`src/source/datapath_pkg.sv`:
```
package datapath_pkg;

	// data byte
	localparam int data_w = 8;
	typedef logic [data_w-1:0] data_t;

	// field memory pointer, 32 entries
	localparam int field_ptr_w = 5;
	typedef logic [field_ptr_w-1:0] field_ptr_t;

	localparam int instr_w = 20;
	typedef logic [instr_w-1:0] instr_t;

	// input and output ports
	localparam int port_count = 8;
	localparam int port_sel_w = $clog2(port_count);
	typedef logic [port_sel_w-1:0] port_sel_t;

endpackage

```
`src/source/isa_pkg.sv`:
```
package isa_pkg;

	// instruction layout: fieldp | cond | field op | op8 | imm8
	localparam int fieldp_lsb = 15;
	localparam int field_op_bit = 12;
	localparam int op8_lsb = 8;
	localparam int op3_lsb = 4; // i3 opcode lives in the imm8 slot
	localparam int op0_lsb = 0;
	localparam int op_w = 4;
	localparam int imm3_w = 3; // i3 immediate, bits 2..0

	typedef logic [op_w-1:0] opcode_t;

	// all ones escapes to the next, smaller opcode space
	localparam opcode_t i3_prefix = 4'b1111;
	localparam opcode_t i0_prefix = 4'b1111;

	// i8 space
	localparam opcode_t op_or = 4'b0000;
	localparam opcode_t op_and = 4'b0001;
	localparam opcode_t op_add = 4'b0100;
	localparam opcode_t op_sub = 4'b0101;
	localparam opcode_t op_ldi = 4'b0110;

	// i3 space
	localparam opcode_t op_shl = 4'b0000;
	localparam opcode_t op_shr = 4'b0010;
	localparam opcode_t op_asr = 4'b0011;
	localparam opcode_t op_in = 4'b0101;
	localparam opcode_t op_out = 4'b1000;

	// i0 space
	localparam opcode_t op_not = 4'b0000;
	localparam opcode_t op_ldba = 4'b0001;
	localparam opcode_t op_stab = 4'b0100;
	localparam opcode_t op_nop = 4'b0101;

	// pointer 0, cond 0, acc op, then the two prefixes and nop
	localparam datapath_pkg::instr_t nop_instr = {8'h00, i3_prefix, i0_prefix, op_nop};

	// function picked by decode, shared by both ALUs
	typedef logic [2:0] alu_op_t;
	localparam alu_op_t alu_or = 3'd0;
	localparam alu_op_t alu_and = 3'd1;
	localparam alu_op_t alu_add = 3'd2;
	localparam alu_op_t alu_sub = 3'd3;
	localparam alu_op_t alu_not = 3'd4;
	localparam alu_op_t alu_shl = 3'd5;
	localparam alu_op_t alu_shr = 3'd6;
	localparam alu_op_t alu_asr = 3'd7;

endpackage

```
`src/source/exec_if.sv`:
```
interface exec_if;

	isa_pkg::alu_op_t alu_op;
	datapath_pkg::data_t imm; // imm8, or zero-extended imm3
	logic use_alu;
	logic load_imm; // ldi
	logic load_in; // in
	logic load_field; // ldba
	logic store_acc; // stab
	logic dest_acc;
	logic dest_field;
	logic do_out;
	datapath_pkg::field_ptr_t fieldp; // pointer of the instruction in stage three

	modport decoder (output alu_op, imm, use_alu, load_imm, load_in, load_field, store_acc,
		dest_acc, dest_field, do_out, fieldp);

	modport acc_side (input alu_op, imm, use_alu, load_imm, load_in, load_field);

	modport field_side (input alu_op, imm, use_alu, load_imm, store_acc);

	modport writeback (input dest_acc, dest_field, do_out, imm, fieldp);

endinterface

```
`src/source/alu.sv`:
```
module alu
(
	input datapath_pkg::data_t i_a,
	input datapath_pkg::data_t i_b,
	input isa_pkg::alu_op_t i_op,
	output datapath_pkg::data_t o_y
);

	logic subtract;
	datapath_pkg::data_t b_addend;
	datapath_pkg::data_t sum;
	logic [isa_pkg::imm3_w-1:0] shamt;

	// one adder, sub is a + ~b + 1
	assign subtract = (i_op == isa_pkg::alu_sub);
	assign b_addend = subtract ? ~i_b : i_b;
	assign sum = i_a + b_addend + datapath_pkg::data_t'(subtract); // wraps mod 256

	assign shamt = i_b[isa_pkg::imm3_w-1:0];

	always_comb
	begin
		case (i_op)
			isa_pkg::alu_or: o_y = i_a | i_b;
			isa_pkg::alu_and: o_y = i_a & i_b;
			isa_pkg::alu_add: o_y = sum;
			isa_pkg::alu_sub: o_y = sum;
			isa_pkg::alu_not: o_y = ~i_a;
			isa_pkg::alu_shl: o_y = i_a << shamt;
			isa_pkg::alu_shr: o_y = i_a >> shamt;
			isa_pkg::alu_asr: o_y = datapath_pkg::data_t'($signed(i_a) >>> shamt); // keeps sign
		endcase
	end

endmodule

```
`src/source/instr_decoder.sv`:
```
module instr_decoder
(
	input logic clk,
	input logic reset,
	input datapath_pkg::instr_t i_instruction,
	output datapath_pkg::field_ptr_t o_fieldp,
	exec_if.decoder ex
);

	datapath_pkg::instr_t ir;
	isa_pkg::opcode_t op8;
	isa_pkg::opcode_t op3;
	isa_pkg::opcode_t op0;
	logic field_op;
	logic is_i8;
	logic is_i3;
	logic is_i0;
	isa_pkg::alu_op_t alu_op;
	logic use_alu;
	logic load_imm;
	logic load_in;
	logic load_field;
	logic store_acc;
	logic do_out;
	logic dest_acc;
	logic dest_field;
	datapath_pkg::data_t imm;

	// stage one
	always_ff @(posedge clk)
	begin
		if (reset)
			ir <= isa_pkg::nop_instr;
		else
			ir <= i_instruction;
	end

	assign o_fieldp = ir[isa_pkg::fieldp_lsb +: datapath_pkg::field_ptr_w];

	assign field_op = ir[isa_pkg::field_op_bit];
	assign op8 = ir[isa_pkg::op8_lsb +: isa_pkg::op_w];
	assign op3 = ir[isa_pkg::op3_lsb +: isa_pkg::op_w];
	assign op0 = ir[isa_pkg::op0_lsb +: isa_pkg::op_w];

	assign is_i8 = (op8 != isa_pkg::i3_prefix);
	assign is_i3 = !is_i8 && (op3 != isa_pkg::i0_prefix);
	assign is_i0 = !is_i8 && !is_i3;

	assign imm = is_i8 ? ir[datapath_pkg::data_w-1:0] :
		{{(datapath_pkg::data_w - isa_pkg::imm3_w){1'b0}}, ir[isa_pkg::imm3_w-1:0]};

	// unknown or dropped opcodes fall through to nop
	always_comb
	begin
		alu_op = isa_pkg::alu_or;
		use_alu = 1'b0;
		load_imm = 1'b0;
		load_in = 1'b0;
		load_field = 1'b0;
		store_acc = 1'b0;
		do_out = 1'b0;
		if (is_i8)
		begin
			case (op8)
				isa_pkg::op_or: {use_alu, alu_op} = {1'b1, isa_pkg::alu_or};
				isa_pkg::op_and: {use_alu, alu_op} = {1'b1, isa_pkg::alu_and};
				isa_pkg::op_add: {use_alu, alu_op} = {1'b1, isa_pkg::alu_add};
				isa_pkg::op_sub: {use_alu, alu_op} = {1'b1, isa_pkg::alu_sub};
				isa_pkg::op_ldi: load_imm = 1'b1;
				default: ;
			endcase
		end
		else if (is_i3)
		begin
			case (op3)
				isa_pkg::op_shl: {use_alu, alu_op} = {1'b1, isa_pkg::alu_shl};
				isa_pkg::op_shr: {use_alu, alu_op} = {1'b1, isa_pkg::alu_shr};
				isa_pkg::op_asr: {use_alu, alu_op} = {1'b1, isa_pkg::alu_asr};
				isa_pkg::op_in: load_in = 1'b1;
				isa_pkg::op_out: do_out = 1'b1;
				default: ;
			endcase
		end
		else if (is_i0)
		begin
			case (op0)
				isa_pkg::op_not: {use_alu, alu_op} = {1'b1, isa_pkg::alu_not};
				isa_pkg::op_ldba: load_field = 1'b1;
				isa_pkg::op_stab: store_acc = 1'b1;
				default: ;
			endcase
		end
	end

	// alu ops and ldi follow the field-op bit, the transfers have a fixed target
	assign dest_acc = ((use_alu || load_imm) && !field_op) || load_in || load_field;
	assign dest_field = ((use_alu || load_imm) && field_op) || store_acc;

	// stage two
	always_ff @(posedge clk)
	begin
		if (reset)
		begin
			ex.use_alu <= 1'b0;
			ex.load_imm <= 1'b0;
			ex.load_in <= 1'b0;
			ex.load_field <= 1'b0;
			ex.store_acc <= 1'b0;
			ex.dest_acc <= 1'b0;
			ex.dest_field <= 1'b0;
			ex.do_out <= 1'b0;
		end
		else
		begin
			ex.use_alu <= use_alu;
			ex.load_imm <= load_imm;
			ex.load_in <= load_in;
			ex.load_field <= load_field;
			ex.store_acc <= store_acc;
			ex.dest_acc <= dest_acc;
			ex.dest_field <= dest_field;
			ex.do_out <= do_out;
		end
	end

	always_ff @(posedge clk)
	begin
		ex.alu_op <= alu_op;
		ex.imm <= imm;
		ex.fieldp <= o_fieldp; // becomes the write pointer
	end

endmodule

```
`src/source/acc_path.sv`:
```
module acc_path
(
	input datapath_pkg::data_t i_acc,
	input datapath_pkg::data_t i_field_value,
	input datapath_pkg::data_t i_inputs [datapath_pkg::port_count],
	exec_if.acc_side ex,
	output datapath_pkg::data_t o_acc_next
);

	datapath_pkg::data_t alu_y;
	datapath_pkg::port_sel_t in_sel;

	// operand a is always the accumulator here
	alu u_alu
	(
		.i_a(i_acc),
		.i_b(ex.imm),
		.i_op(ex.alu_op),
		.o_y(alu_y)
	);

	assign in_sel = ex.imm[datapath_pkg::port_sel_w-1:0];

	assign o_acc_next = ex.load_imm ? ex.imm : // ldi
		ex.load_in ? i_inputs[in_sel] : // in
		ex.load_field ? i_field_value : // ldba
		ex.use_alu ? alu_y : i_acc;

endmodule

```
`src/source/field_path.sv`:
```
module field_path
(
	input logic clk,
	input logic reset,
	input datapath_pkg::data_t i_field_in,
	input datapath_pkg::data_t i_acc,
	exec_if.field_side ex,
	output datapath_pkg::data_t o_field_value,
	output datapath_pkg::data_t o_field_next
);

	datapath_pkg::data_t alu_y;

	// byte returned by the field memory for the instruction entering stage two
	always_ff @(posedge clk)
	begin
		if (reset)
			o_field_value <= '0;
		else
			o_field_value <= i_field_in;
	end

	alu u_alu
	(
		.i_a(o_field_value),
		.i_b(ex.imm),
		.i_op(ex.alu_op),
		.o_y(alu_y)
	);

	assign o_field_next = ex.load_imm ? ex.imm : // ldi
		ex.store_acc ? i_acc : // stab
		ex.use_alu ? alu_y : o_field_value;

endmodule

```
`src/source/writeback_unit.sv`:
```
module writeback_unit
(
	input logic clk,
	input logic reset,
	input datapath_pkg::data_t i_acc_next,
	input datapath_pkg::data_t i_field_next,
	exec_if.writeback ex,
	output datapath_pkg::data_t o_acc,
	output datapath_pkg::data_t o_field_out,
	output datapath_pkg::field_ptr_t o_fieldwp,
	output logic o_field_write_en,
	output datapath_pkg::data_t o_outputs [datapath_pkg::port_count]
);

	datapath_pkg::port_sel_t out_sel;

	assign out_sel = ex.imm[datapath_pkg::port_sel_w-1:0];

	always_ff @(posedge clk)
	begin
		if (reset)
		begin
			o_acc <= '0;
			o_field_out <= '0;
			o_fieldwp <= '0;
			o_field_write_en <= 1'b0;
			o_outputs <= '{default: '0};
		end
		else
		begin
			o_field_write_en <= ex.dest_field; // one cycle per write
			if (ex.dest_acc)
				o_acc <= i_acc_next;
			if (ex.dest_field)
			begin
				o_field_out <= i_field_next;
				o_fieldwp <= ex.fieldp;
			end
			// acc as left by all earlier instructions
			if (ex.do_out)
				o_outputs[out_sel] <= o_acc;
		end
	end

endmodule

```
`src/source/pattern_core.sv`:
```
module pattern_core
(
	input logic clk,
	input logic reset,
	input datapath_pkg::instr_t i_instruction,
	input datapath_pkg::data_t i_field_in,
	input datapath_pkg::data_t i_inputs [datapath_pkg::port_count],
	output datapath_pkg::field_ptr_t o_fieldp,
	output datapath_pkg::field_ptr_t o_fieldwp,
	output datapath_pkg::data_t o_field_out,
	output logic o_field_write_en,
	output datapath_pkg::data_t o_acc,
	output datapath_pkg::data_t o_outputs [datapath_pkg::port_count]
);

	datapath_pkg::data_t acc_next;
	datapath_pkg::data_t field_next;
	datapath_pkg::data_t field_value; // latched field byte, also feeds ldba

	exec_if ex ();

	instr_decoder u_decoder
	(
		.clk(clk),
		.reset(reset),
		.i_instruction(i_instruction),
		.o_fieldp(o_fieldp),
		.ex(ex.decoder)
	);

	acc_path u_acc_path
	(
		.i_acc(o_acc),
		.i_field_value(field_value),
		.i_inputs(i_inputs),
		.ex(ex.acc_side),
		.o_acc_next(acc_next)
	);

	field_path u_field_path
	(
		.clk(clk),
		.reset(reset),
		.i_field_in(i_field_in),
		.i_acc(o_acc),
		.ex(ex.field_side),
		.o_field_value(field_value),
		.o_field_next(field_next)
	);

	writeback_unit u_writeback
	(
		.clk(clk),
		.reset(reset),
		.i_acc_next(acc_next),
		.i_field_next(field_next),
		.ex(ex.writeback),
		.o_acc(o_acc),
		.o_field_out(o_field_out),
		.o_fieldwp(o_fieldwp),
		.o_field_write_en(o_field_write_en),
		.o_outputs(o_outputs)
	);

endmodule

```
`config.mk`:
```
export PLATFORM = sky130hd
export DESIGN_NAME = pattern_core
export DESIGN_NICKNAME = d
export VERILOG_FILES = /design/src/source/datapath_pkg.sv /design/src/source/isa_pkg.sv /design/src/source/exec_if.sv /design/src/source/alu.sv /design/src/source/instr_decoder.sv /design/src/source/acc_path.sv /design/src/source/field_path.sv /design/src/source/writeback_unit.sv /design/src/source/pattern_core.sv
export SDC_FILE = /design/constraint.sdc
export NUM_CORES = 1
export LEC_CHECK = 0
export CAP_MARGIN = 25
export CORE_ASPECT_RATIO = 0.5
export CORE_UTILIZATION = 40
export CTS_CLUSTER_DIAMETER = 100
export DETAILED_ROUTE_END_ITERATION = 16
export DONT_BUFFER_PORTS = 1
export GPL_TIMING_DRIVEN = 0
export REMOVE_ABC_BUFFERS = 1
export SLEW_MARGIN = 20
export SYNTH_ARGS = -nofsm -noshare
export SYNTH_HDL_FRONTEND = slang
export SYNTH_SLANG_ARGS = --single-unit
export TNS_END_PERCENT = 30
```
`constraint.sdc`:
```
create_clock -name clk -period 4 [get_ports clk]
set_input_delay 0.2 -clock clk [delete_from_list [all_inputs] [get_ports clk]]
set_output_delay 0.2 -clock clk [all_outputs]
set_load 0.1 [all_outputs]
```
==> flow_summary.yaml, run 1 <==
outcome:
  status: "finished, final reports clean"
finish:
  fin_area_um2: 9101
  syn_to_final_growth_pct: 13.43
  nFillCells: 1951
  antennaDiodeCount: 0
  drive_gt1_share_pct: 11.79
  final_nets: 1052
clock_tree:
  htree_num_levels: 4
  cts_max_path_buffers: 2
  postCtsSetupBuffers: 0
  clock_latency_ps: 440
  cts_tree: "built"
  numCtsBuffers: 17
  clkTransAtPathRegs_ps: 60
  cts_sinks: 136
  cts_root_buffer: "clkbuf_16"
power:
  finalPower_mw: 3.408
  ir_drop_mv: 0.3254
  power_density_nw_per_um2: 374.4
  leakagePower_nw: 3.181
worst_setup_path:
  required_ps: 4310
  crit_type: "register to register"
  rrSetupSlack_ps: 240
  reg2regPathDepth: 9
  critPathArrivalTime_ps: 4070
  path_max_fanout: 27
  endpoint_kind: "register"
  setup.worst_path.start_class: "register"
hold_path:
  whs_path_depth: 3
  hp-class: "primary input to register"
synthesis:
  yosys_register_bits: 136
  syn_area_um2: 8024
  synth_warnings: 0
  synth_area_leaders: "dfxtp_1 34%, nand2_1 8.2%, mux4_2 8.1%"
  syn_inst: 967
  yosysTopAreaCell: "dfxtp_1"
  avgSynthCellArea_um2: 8.298
  synth_common_cells: "176 x nand2_1, 136 x dfxtp_1, 103 x a21oi_1"
  synth_edf_count: 0
  yosysMostFrequentCell: "nand2_1"
  yosysTopAreaCellShare_pct: 33.93
  yosysUniqueCellTypes: 73
  synth_ff_type: "dfxtp_1"
  synth-seq-area-share_pct: 33.93
  synthArstFlopShare_pct: 0
die:
  start_util_pct: 41.05
  die_y_um: 102.2
  placeableCoreArea_um2: 19550
  fp.dieW_um: 202.3
  rows: 36
  pin_count: 185
  die_area_um2: 20660
sta:
  setup_viol: 0
  fmax_mhz: 266.3
  worst_slew_pin_slew_ps: 1033
  slew_headroom_pct: 31.01
  period_share_pct: 93.88
  hold_viol: 0
  slew_viol_final: 0
  whs_ps: 33.61
  fin_worst_skew_ps: 9.001
  setup_tns_ps: 0
  period_minus_slack_ps: 3755
  rsz0062_at_grt: "no"
global_route:
  antenna_found_initial: 0
  gr-usage-all-layers_pct: 25.35
  grt-ovfl-total: 0
  grt_max_degree: 115
  grt_pass1_wl_mm: 39.42
  first_global_vias: 6685
detailed_routing:
  drt_iter0_drc: 597
  ant_nets: 0
  routed_wl_mm: 26.40
  wl_per_cell_um: 21.71
  drc: 0
  viasPerCell: 6.050
  dr.pass1.iters: 6
  via_count: 7357
placed_design:
  portBuffers: 0
  gp_congestion: 0.9206
  place_area_um2: 8180
  dp_hpwl_mm: 17.99
flow_run:
  max_cap_viol_count: 0
worst max-delay path, stage by stage, from the launching register on:
cell and delay (ps):
dfxtp_2 710, nand3b_1 450, xnor2_1 580, ha_1 370, and3_1 220, a2111oi_2 410, nor4_1 90, a41o_1 230
nor4_1 440, o41ai_1 100
state kept, by name, summed over array words and instances (netlist names), 3 cells and up:
name                        cells
u_writeback.o_fieldwp           5
u_decoder.ex.fieldp             5
u_field_path.o_field_value      8
u_decoder.ir                   18
u_writeback.o_field_out         8
u_writeback.o_outputs          64
u_writeback.o_acc               8
u_decoder.ex.alu_op             3
u_decoder.ex.imm                8
stage by stage:
step | utilization [%] | cells | setup slack [ps]
floorplan | - | 876 | -61.08
global placement | 40.44 | 1142 | -1268
detailed placement | 41.85 | 1155 | -201.0
CTS | 46.43 | 1214 | 169.9
global route | 46.56 | 1216 | 60.14
finish | 46.56 | 1216 | 244.8
worst paths after layout:
check	startpoint	to
min reg2reg	u_decoder.ir[1]	u_decoder.ex.imm[1]
min	reset	u_writeback.o_field_out[7]
max reg2reg	u_decoder.ex.alu_op[0]	u_writeback.o_field_out[5]
max	u_decoder.ex.alu_op[0]	u_writeback.o_field_out[5]
report_power, final:
part / leakage (nW) / switching (mW) / internal (mW)
logic: 1.78 / 0.168 / 0.158
registers: 1.11 / 0.118 / 1.38
clock network: 0.289 / 0.602 / 0.979
total: 3.18 / 0.888 / 2.52
layout make-up:
type	instances	area [µm²]	area share (%)
flip-flops and latches	136	2746	30.18
repair buffers	43	565.5	6.214
clock buffers	20	478.0	5.252
inverters	19	71.32	0.7836
multi-input cells	721	4787	52.60
well taps	266	332.8	3.657
clock inverters	11	120.1	1.320
cell families after synthesis:
family,synth area share [%]
AO/OA/AOI/OAI,21.27
adder cells (fa/ha/maj),3.306
buffers and inverters,6.502
multiplexers,12.18
AND/OR/NAND/NOR,20.85
XOR/XNOR,1.965
flip-flops,33.93
layer usage:
metal	vias up	wire [µm]	track usage, %	part of all wire [%]
li1	3420	-	-	-
met5	-	0	0	0
met4	0	600	10.01	2.3
met1	3541	11500	33.52	44
met2	351	11620	37.93	44
met3	45	2686	8.929	10
placed cells by master, fill, tap and decap left out, drive strengths merged, types with 4 or more instances in the layout:
master / Yosys / layout
a2111oi: 6 / 6
a211oi: 11 / 11
a21o: 5 / 5
a21oi: 103 / 103
a221oi: 14 / 14
a22oi: 5 / 5
a31oi: 19 / 19
and2: 8 / 8
and3: 5 / 5
buf: 41 / 16
clkbuf: 50 / 20
clkinv: 1 / 6
dfxtp: 136 / 136
dlygate4sd3: 0 / 27
ha: 18 / 18
inv: 18 / 19
mux2i: 29 / 29
mux4: 29 / 29
nand2: 176 / 176
nand2b: 14 / 14
nand3: 14 / 14
nand3b: 4 / 4
nor2: 61 / 61
nor2b: 28 / 28
nor3: 15 / 15
nor4: 8 / 8
o2111ai: 7 / 7
o211ai: 7 / 7
o21ai: 38 / 38
o21bai: 5 / 5
o221ai: 4 / 4
o22ai: 5 / 5
o41ai: 4 / 4
or2: 10 / 10
or3: 5 / 5
xnor2: 15 / 15
what timing repair did:
item,4_1_cts,5_1_grt
endpoints found under the setup margin,1,1
hold buffers,28,0
gates resized for setup,1,1
endpoints found under the hold margin,113,0
No activity file was read; power rests on OpenSTA's default activity.
==> run 2, diff against run 1 <==
Settings changed: CTS_BUF_LIST from default to sky130_fd_sc_hd__clkbuf_16, SETUP_SLACK_MARGIN from default to 0.05.
==> run 2 against run 1 <==
Sequential cell count unchanged. Critical path depth unchanged. Total power down 1.1%. First-iteration DRC count down 1.0%. Largest cell class unchanged. Critical path type unchanged. Clock-buffer cell count down 2. Global-route usage about the same. Die area unchanged. Clock power down 3%. Register-to-register slack about the same.
==> flow_summary.yaml, run 2 (synthesized netlist as in run 1, its figures left out) <==
clock_tree:
  cts_root_buffer: "clkbuf_16"
  cts_max_path_buffers: 2
  numCtsBuffers: 17
  cts_sinks: 136
  clkTransAtPathRegs_ps: 60
  htree_num_levels: 4
  clock_latency_ps: 440
  postCtsSetupBuffers: 0
  cts_tree: "built"
finish:
  final_common_cell: "nand2_1"
  nFillCells: 1951
  multi_input_area_um2: 4787
  fin_area_um2: 9081
  syn_to_final_growth_pct: 13.18
  largest_reg_flops: 64
  largest-register: "u_writeback.o_outputs"
  fin_cells: 1216
  largest_registers: "u_writeback.o_outputs x64, u_decoder.ir x18"
  post-route-util_pct: 46.45
  final_nets: 1052
  antennaDiodeCount: 0
  drive_gt1_share_pct: 11.58
  seq_area_um2: 2746
  layout_common_cells: "176 x nand2_1, 123 x dfxtp_1, 103 x a21oi_1, 61 x nor2_1, 36 x o21ai_0"
detailed_routing:
  dr.pass1.iters: 5
  viasPerCell: 6.053
  drc: 0
  drt_iter0_drc: 591
  ant_nets: 0
  routed_wl_mm: 26.31
  via_count: 7360
  wl_per_cell_um: 21.63
power:
  switching_share_pct: 26.38
  p_seq_share_pct: 44.5
  ir_drop_mv: 0.3248
  comb_power_share_pct: 9.7
  pwr-share-clk_pct: 45.8
  leakagePower_nw: 3.169
  power_density_nw_per_um2: 371.1
  power.internal_mw: 2.481
  p_sw_uw: 889.1
sta:
  worst_slew_pin_slew_ps: 1035
  slew_headroom_pct: 30.87
  fmax_mhz: 266.1
  setup_tns_ps: 0
  setup_viol: 0
  rsz0062_at_grt: "no"
  fin_worst_skew_ps: 8.571
  slew_viol_final: 0
  period_share_pct: 93.97
  period_minus_slack_ps: 3759
  hold_viol: 0
  whs_ps: 37.76
worst_setup_path:
  path_max_fanout: 27
  endpoint_kind: "register"
  r2r-end: "u_writeback.o_field_out[5]"
  r2r-start: "u_decoder.ex.alu_op[0]"
  crit_type: "register to register"
  critPathArrivalTime_ps: 4070
  reg2regPathDepth: 9
  rrSetupSlack_ps: 240
  required_ps: 4310
  setup.worst_path.start_class: "register"
global_route:
  antenna_found_initial: 0
  grt-ovfl-total: 0
  gr-usage-all-layers_pct: 25.34
  grt_max_degree: 115
  first_global_vias: 6702
  grt_pass1_wl_mm: 39.41
die:
  pin_count: 185
  die_y_um: 102.2
  placeableCoreArea_um2: 19550
  start_util_pct: 41.05
  fp.dieW_um: 202.3
  rows: 36
  die_area_um2: 20660
hold_path:
  hold-path-endpoint: "u_writeback.o_field_out[7]"
  hp-class: "primary input to register"
  whs_path_depth: 3
  worstHoldStart: "reset"
placed_design:
  place_area_um2: 8180
  portBuffers: 0
  dp_cells: 1155
  gp_congestion: 0.9206
  dp_hpwl_mm: 17.99
outcome:
  status: "finished, final reports clean"
flow_run:
  max_cap_viol_count: 0
## run 2: power groups by stage
stage / logic, mW / registers, mW / clock network [mW]
6_report: 0.326 / 1.50 / 1.54
5_1_grt: 0.350 / 1.51 / 1.64
4_1_cts: 0.319 / 1.50 / 1.57
3_5_place_dp: 0.276 / 1.53 / 0
3_3_place_gp: 0.253 / 1.55 / 0
2_1_floorplan: 0.204 / 1.51 / 0
## run 2: how the worst max path moves through the flow
| stage | start | cells past startpoint | to |
|---|---|---|---|
| finish | u_decoder.ex.alu_op[0] | 9 | u_writeback.o_field_out[5] |
| global route | u_decoder.ex.alu_op[0] | 9 | u_writeback.o_field_out[5] |
| CTS | u_decoder.ex.alu_op[1] | 9 | u_writeback.o_field_out[5] |
| detailed placement | u_decoder.ex.alu_op[0] | 9 | u_writeback.o_field_out[5] |
| global placement | u_decoder.ex.imm[1] | 8 | u_writeback.o_field_out[5] |
| floorplan | u_decoder.ex.imm[1] | 8 | u_writeback.o_field_out[5] |
## run 2: cell type report
cell class,instances,area share [%]
Multi-Input combinational cell,721,52.71
Tap cell,266,3.665
Sequential cell,136,30.24
Clock inverter,13,1.405
Clock buffer,18,4.960
Inverter,19,0.7853
Timing Repair Buffer,43,6.228
## run 2: what timing repair did
item | in CTS | in global routing
gates resized for setup | 1 | 1
hold buffers | 28 | 0
hold endpoints to repair | 113 | 0
setup endpoints to repair | 1 | 1
pin swaps | 0 | 0
## run 2: through the flow
step           power, mW  setup WS [ps]
3_3_place_gp       1.800          -1268
6_report           3.370          241.4
5_1_grt            3.493          65.95
2_1_floorplan      1.711         -61.08
4_1_cts            3.387          169.8
3_5_place_dp       1.804         -201.0
## run 2: worst max-delay path, cell delays in order, from the launching register on
cell,delay (ps)
dfxtp_2,710
nand3b_1,450
xnor2_1,580
ha_1,370
and3_1,230
a2111oi_2,420
nor4_1,100
a41o_1,230
nor4_1,440
o41ai_1,100
## run 2: metal layers
metal / vias to the layer above / global-route usage (%) / part of all wire (%) / wire length, µm
met5: - / 0 / 0 / 0
met4: 0 / 10.01 / 2.2 / 569
met3: 46 / 8.960 / 10 / 2707
met2: 337 / 37.91 / 44 / 11540
met1: 3552 / 33.48 / 44 / 11490
li1: 3425 / - / - / -
==> run 3, diff against run 2 <==
Settings changed: MAX_ROUTING_LAYER from default to met4.
==> run 3 against run 2 <==
Total power about the same. Wire length increased by 0.14%. Non-clock buffer count decreased by 1. Combinational power increased by 2%. Final cell count unchanged. Clock skew increased by 3.8 ps. Clock-buffer cell count decreased by 1. Core utilization about the same. Final area about the same. Register-to-register slack improved by 110 ps. Highest routed layer unchanged.
==> flow_summary.yaml, run 3 (synthesized netlist as in run 1, its figures left out) <==
placed_design:
  dp_cells: 1155
  gp_congestion: 0.9362
  portBuffers: 0
  dp_hpwl_mm: 18.14
  place_area_um2: 8193
die:
  start_util_pct: 41.05
  placeableCoreArea_um2: 19550
  fp.dieW_um: 202.3
  die_y_um: 102.2
  die_area_um2: 20660
  pin_count: 185
  rows: 36
detailed_routing:
  viasPerCell: 5.995
  routed_wl_mm: 26.35
  ant_nets: 0
  dr.pass1.iters: 5
  wl_per_cell_um: 21.67
  drc: 0
  via_count: 7290
  drt_iter0_drc: 646
clock_tree:
  cts_max_path_buffers: 2
  cts_tree: "built"
  clkTransAtPathRegs_ps: 60
  htree_num_levels: 4
  post_cts_resized: 0
  cts_sinks: 136
  numCtsBuffers: 17
  cts_root_buffer: "clkbuf_16"
  clock_latency_ps: 450
sta:
  slew_viol_final: 0
  period_share_pct: 91.11
  rsz0062_at_grt: "no"
  whs_ps: 196.2
  period_minus_slack_ps: 3644
  slew_headroom_pct: 29.52
  fin_worst_skew_ps: 12.35
  worst_slew_pin_slew_ps: 1056
  fmax_mhz: 274.4
  hold_viol: 0
  setup_viol: 0
hold_path:
  whs_path_depth: 2
  hp-class: "primary input to register"
worst_setup_path:
  critPathMaxStageDelay_ps: 670
  critPathMostFrequentCell: "nor4_1"
  cpMaxStageDelayCell: "dfxtp_1"
  crit_type: "register to register"
  reg2regPathDepth: 9
  endpoint_kind: "register"
  critPathArrivalTime_ps: 3960
  path_max_fanout: 11
  rrSetupSlack_ps: 360
  required_ps: 4310
  critical_path_depth: 9
  path_cells: "nand3b_1 > xnor2_1 > ha_1 > and3_1 > a2111oi_2 > nor4_1 > a41o_1 > nor4_1 > o41ai_1"
  path_buf_inv: 0
  cpLargestDelayFamily: "simple AND/OR/NAND/NOR gates"
  setup.worst_path.start_class: "register"
global_route:
  grt_pass1_wl_mm: 40.21
  gr-usage-all-layers_pct: 26.62
  grt-ovfl-total: 0
  grt_max_degree: 116
  antenna_found_initial: 1
  first_global_vias: 6784
finish:
  final_common_cell: "nand2_1"
  largest_registers: "u_writeback.o_outputs x64, u_decoder.ir x18"
  nFillCells: 1952
  drive_gt1_share_pct: 11.58
  syn_to_final_growth_pct: 13.25
  antennaDiodeCount: 0
  final_nets: 1051
  fin_cells: 1216
  post-route-util_pct: 46.49
  layout_common_cells: "176 x nand2_1, 124 x dfxtp_1, 103 x a21oi_1, 61 x nor2_1, 36 x o21ai_0"
  fin_area_um2: 9087
  largest_reg_flops: 64
  largest-register: "u_writeback.o_outputs"
power:
  pwr-share-clk_pct: 45.8
  ir_drop_mv: 0.2650
  power.internal_mw: 2.458
  leakagePower_nw: 3.177
  power_density_nw_per_um2: 370.5
  p_sw_uw: 909.8
  switching_share_pct: 27.02
  p_seq_share_pct: 44.4
  comb_power_share_pct: 9.8
  finalPower_mw: 3.367
outcome:
  status: "finished, final reports clean"
flow_run:
  max_cap_viol_count: 0
run 3: cell types whose count changed in the layout (fill, tap and decap cells not counted), sizes merged:
cell,previous run,this run
buf,16,15
clkbuf,18,17
clkinv,8,6
clkinvlp,3,2
inv,19,24
run 3: timing repair:
item	in CTS	in global routing
buffers inserted	0	0
hold buffers	28	0
hold endpoints to repair	114	0
run 3: final timing paths:
check	from	end
min reg2reg	u_decoder.ir[1]	u_decoder.ex.imm[1]
min	reset	u_writeback.o_outputs[30]
max	u_decoder.ex.alu_op[1]	u_writeback.o_field_out[5]
max reg2reg	u_decoder.ex.alu_op[1]	u_writeback.o_field_out[5]
run 3: layout make-up:
class                   instances  area, µm²  share of cell area, %
flip-flops and latches        136       2745                  30.21
inverters                      19      71.32                 0.7848
repair buffers                 42      570.5                  6.278
multi-input cells             721       4790                  52.71
clock inverters                15      152.6                  1.680
clock buffers                  17      425.4                  4.681
well taps                     266      332.8                  3.662
run 3: power groups by stage:
| stage | sequential (mW) | clock [mW] | combinational, mW |
|---|---|---|---|
| 6_report | 1.50 | 1.54 | 0.331 |
| 5_1_grt | 1.50 | 1.64 | 0.360 |
| 2_1_floorplan | 1.51 | 0 | 0.204 |
| 3_3_place_gp | 1.55 | 0 | 0.252 |
| 4_1_cts | 1.49 | 1.58 | 0.327 |
| 3_5_place_dp | 1.52 | 0 | 0.285 |
run 3: metrics by stage:
step                setup slack [ps]  TNS (ps)
global route                   119.5         0
CTS                            176.7         0
floorplan                     -61.08    -61.08
global placement               -1238    -29300
detailed placement             186.0         0
finish                         355.7         0
run 3: routing by layer:
layer	wire length, µm	track usage [%]	vias up
met1	11690	34.75	3482
met2	11530	38.36	337
met4	709	11.45	0
li1	-	-	3415
met5	0	-	-
met3	2418	7.589	56
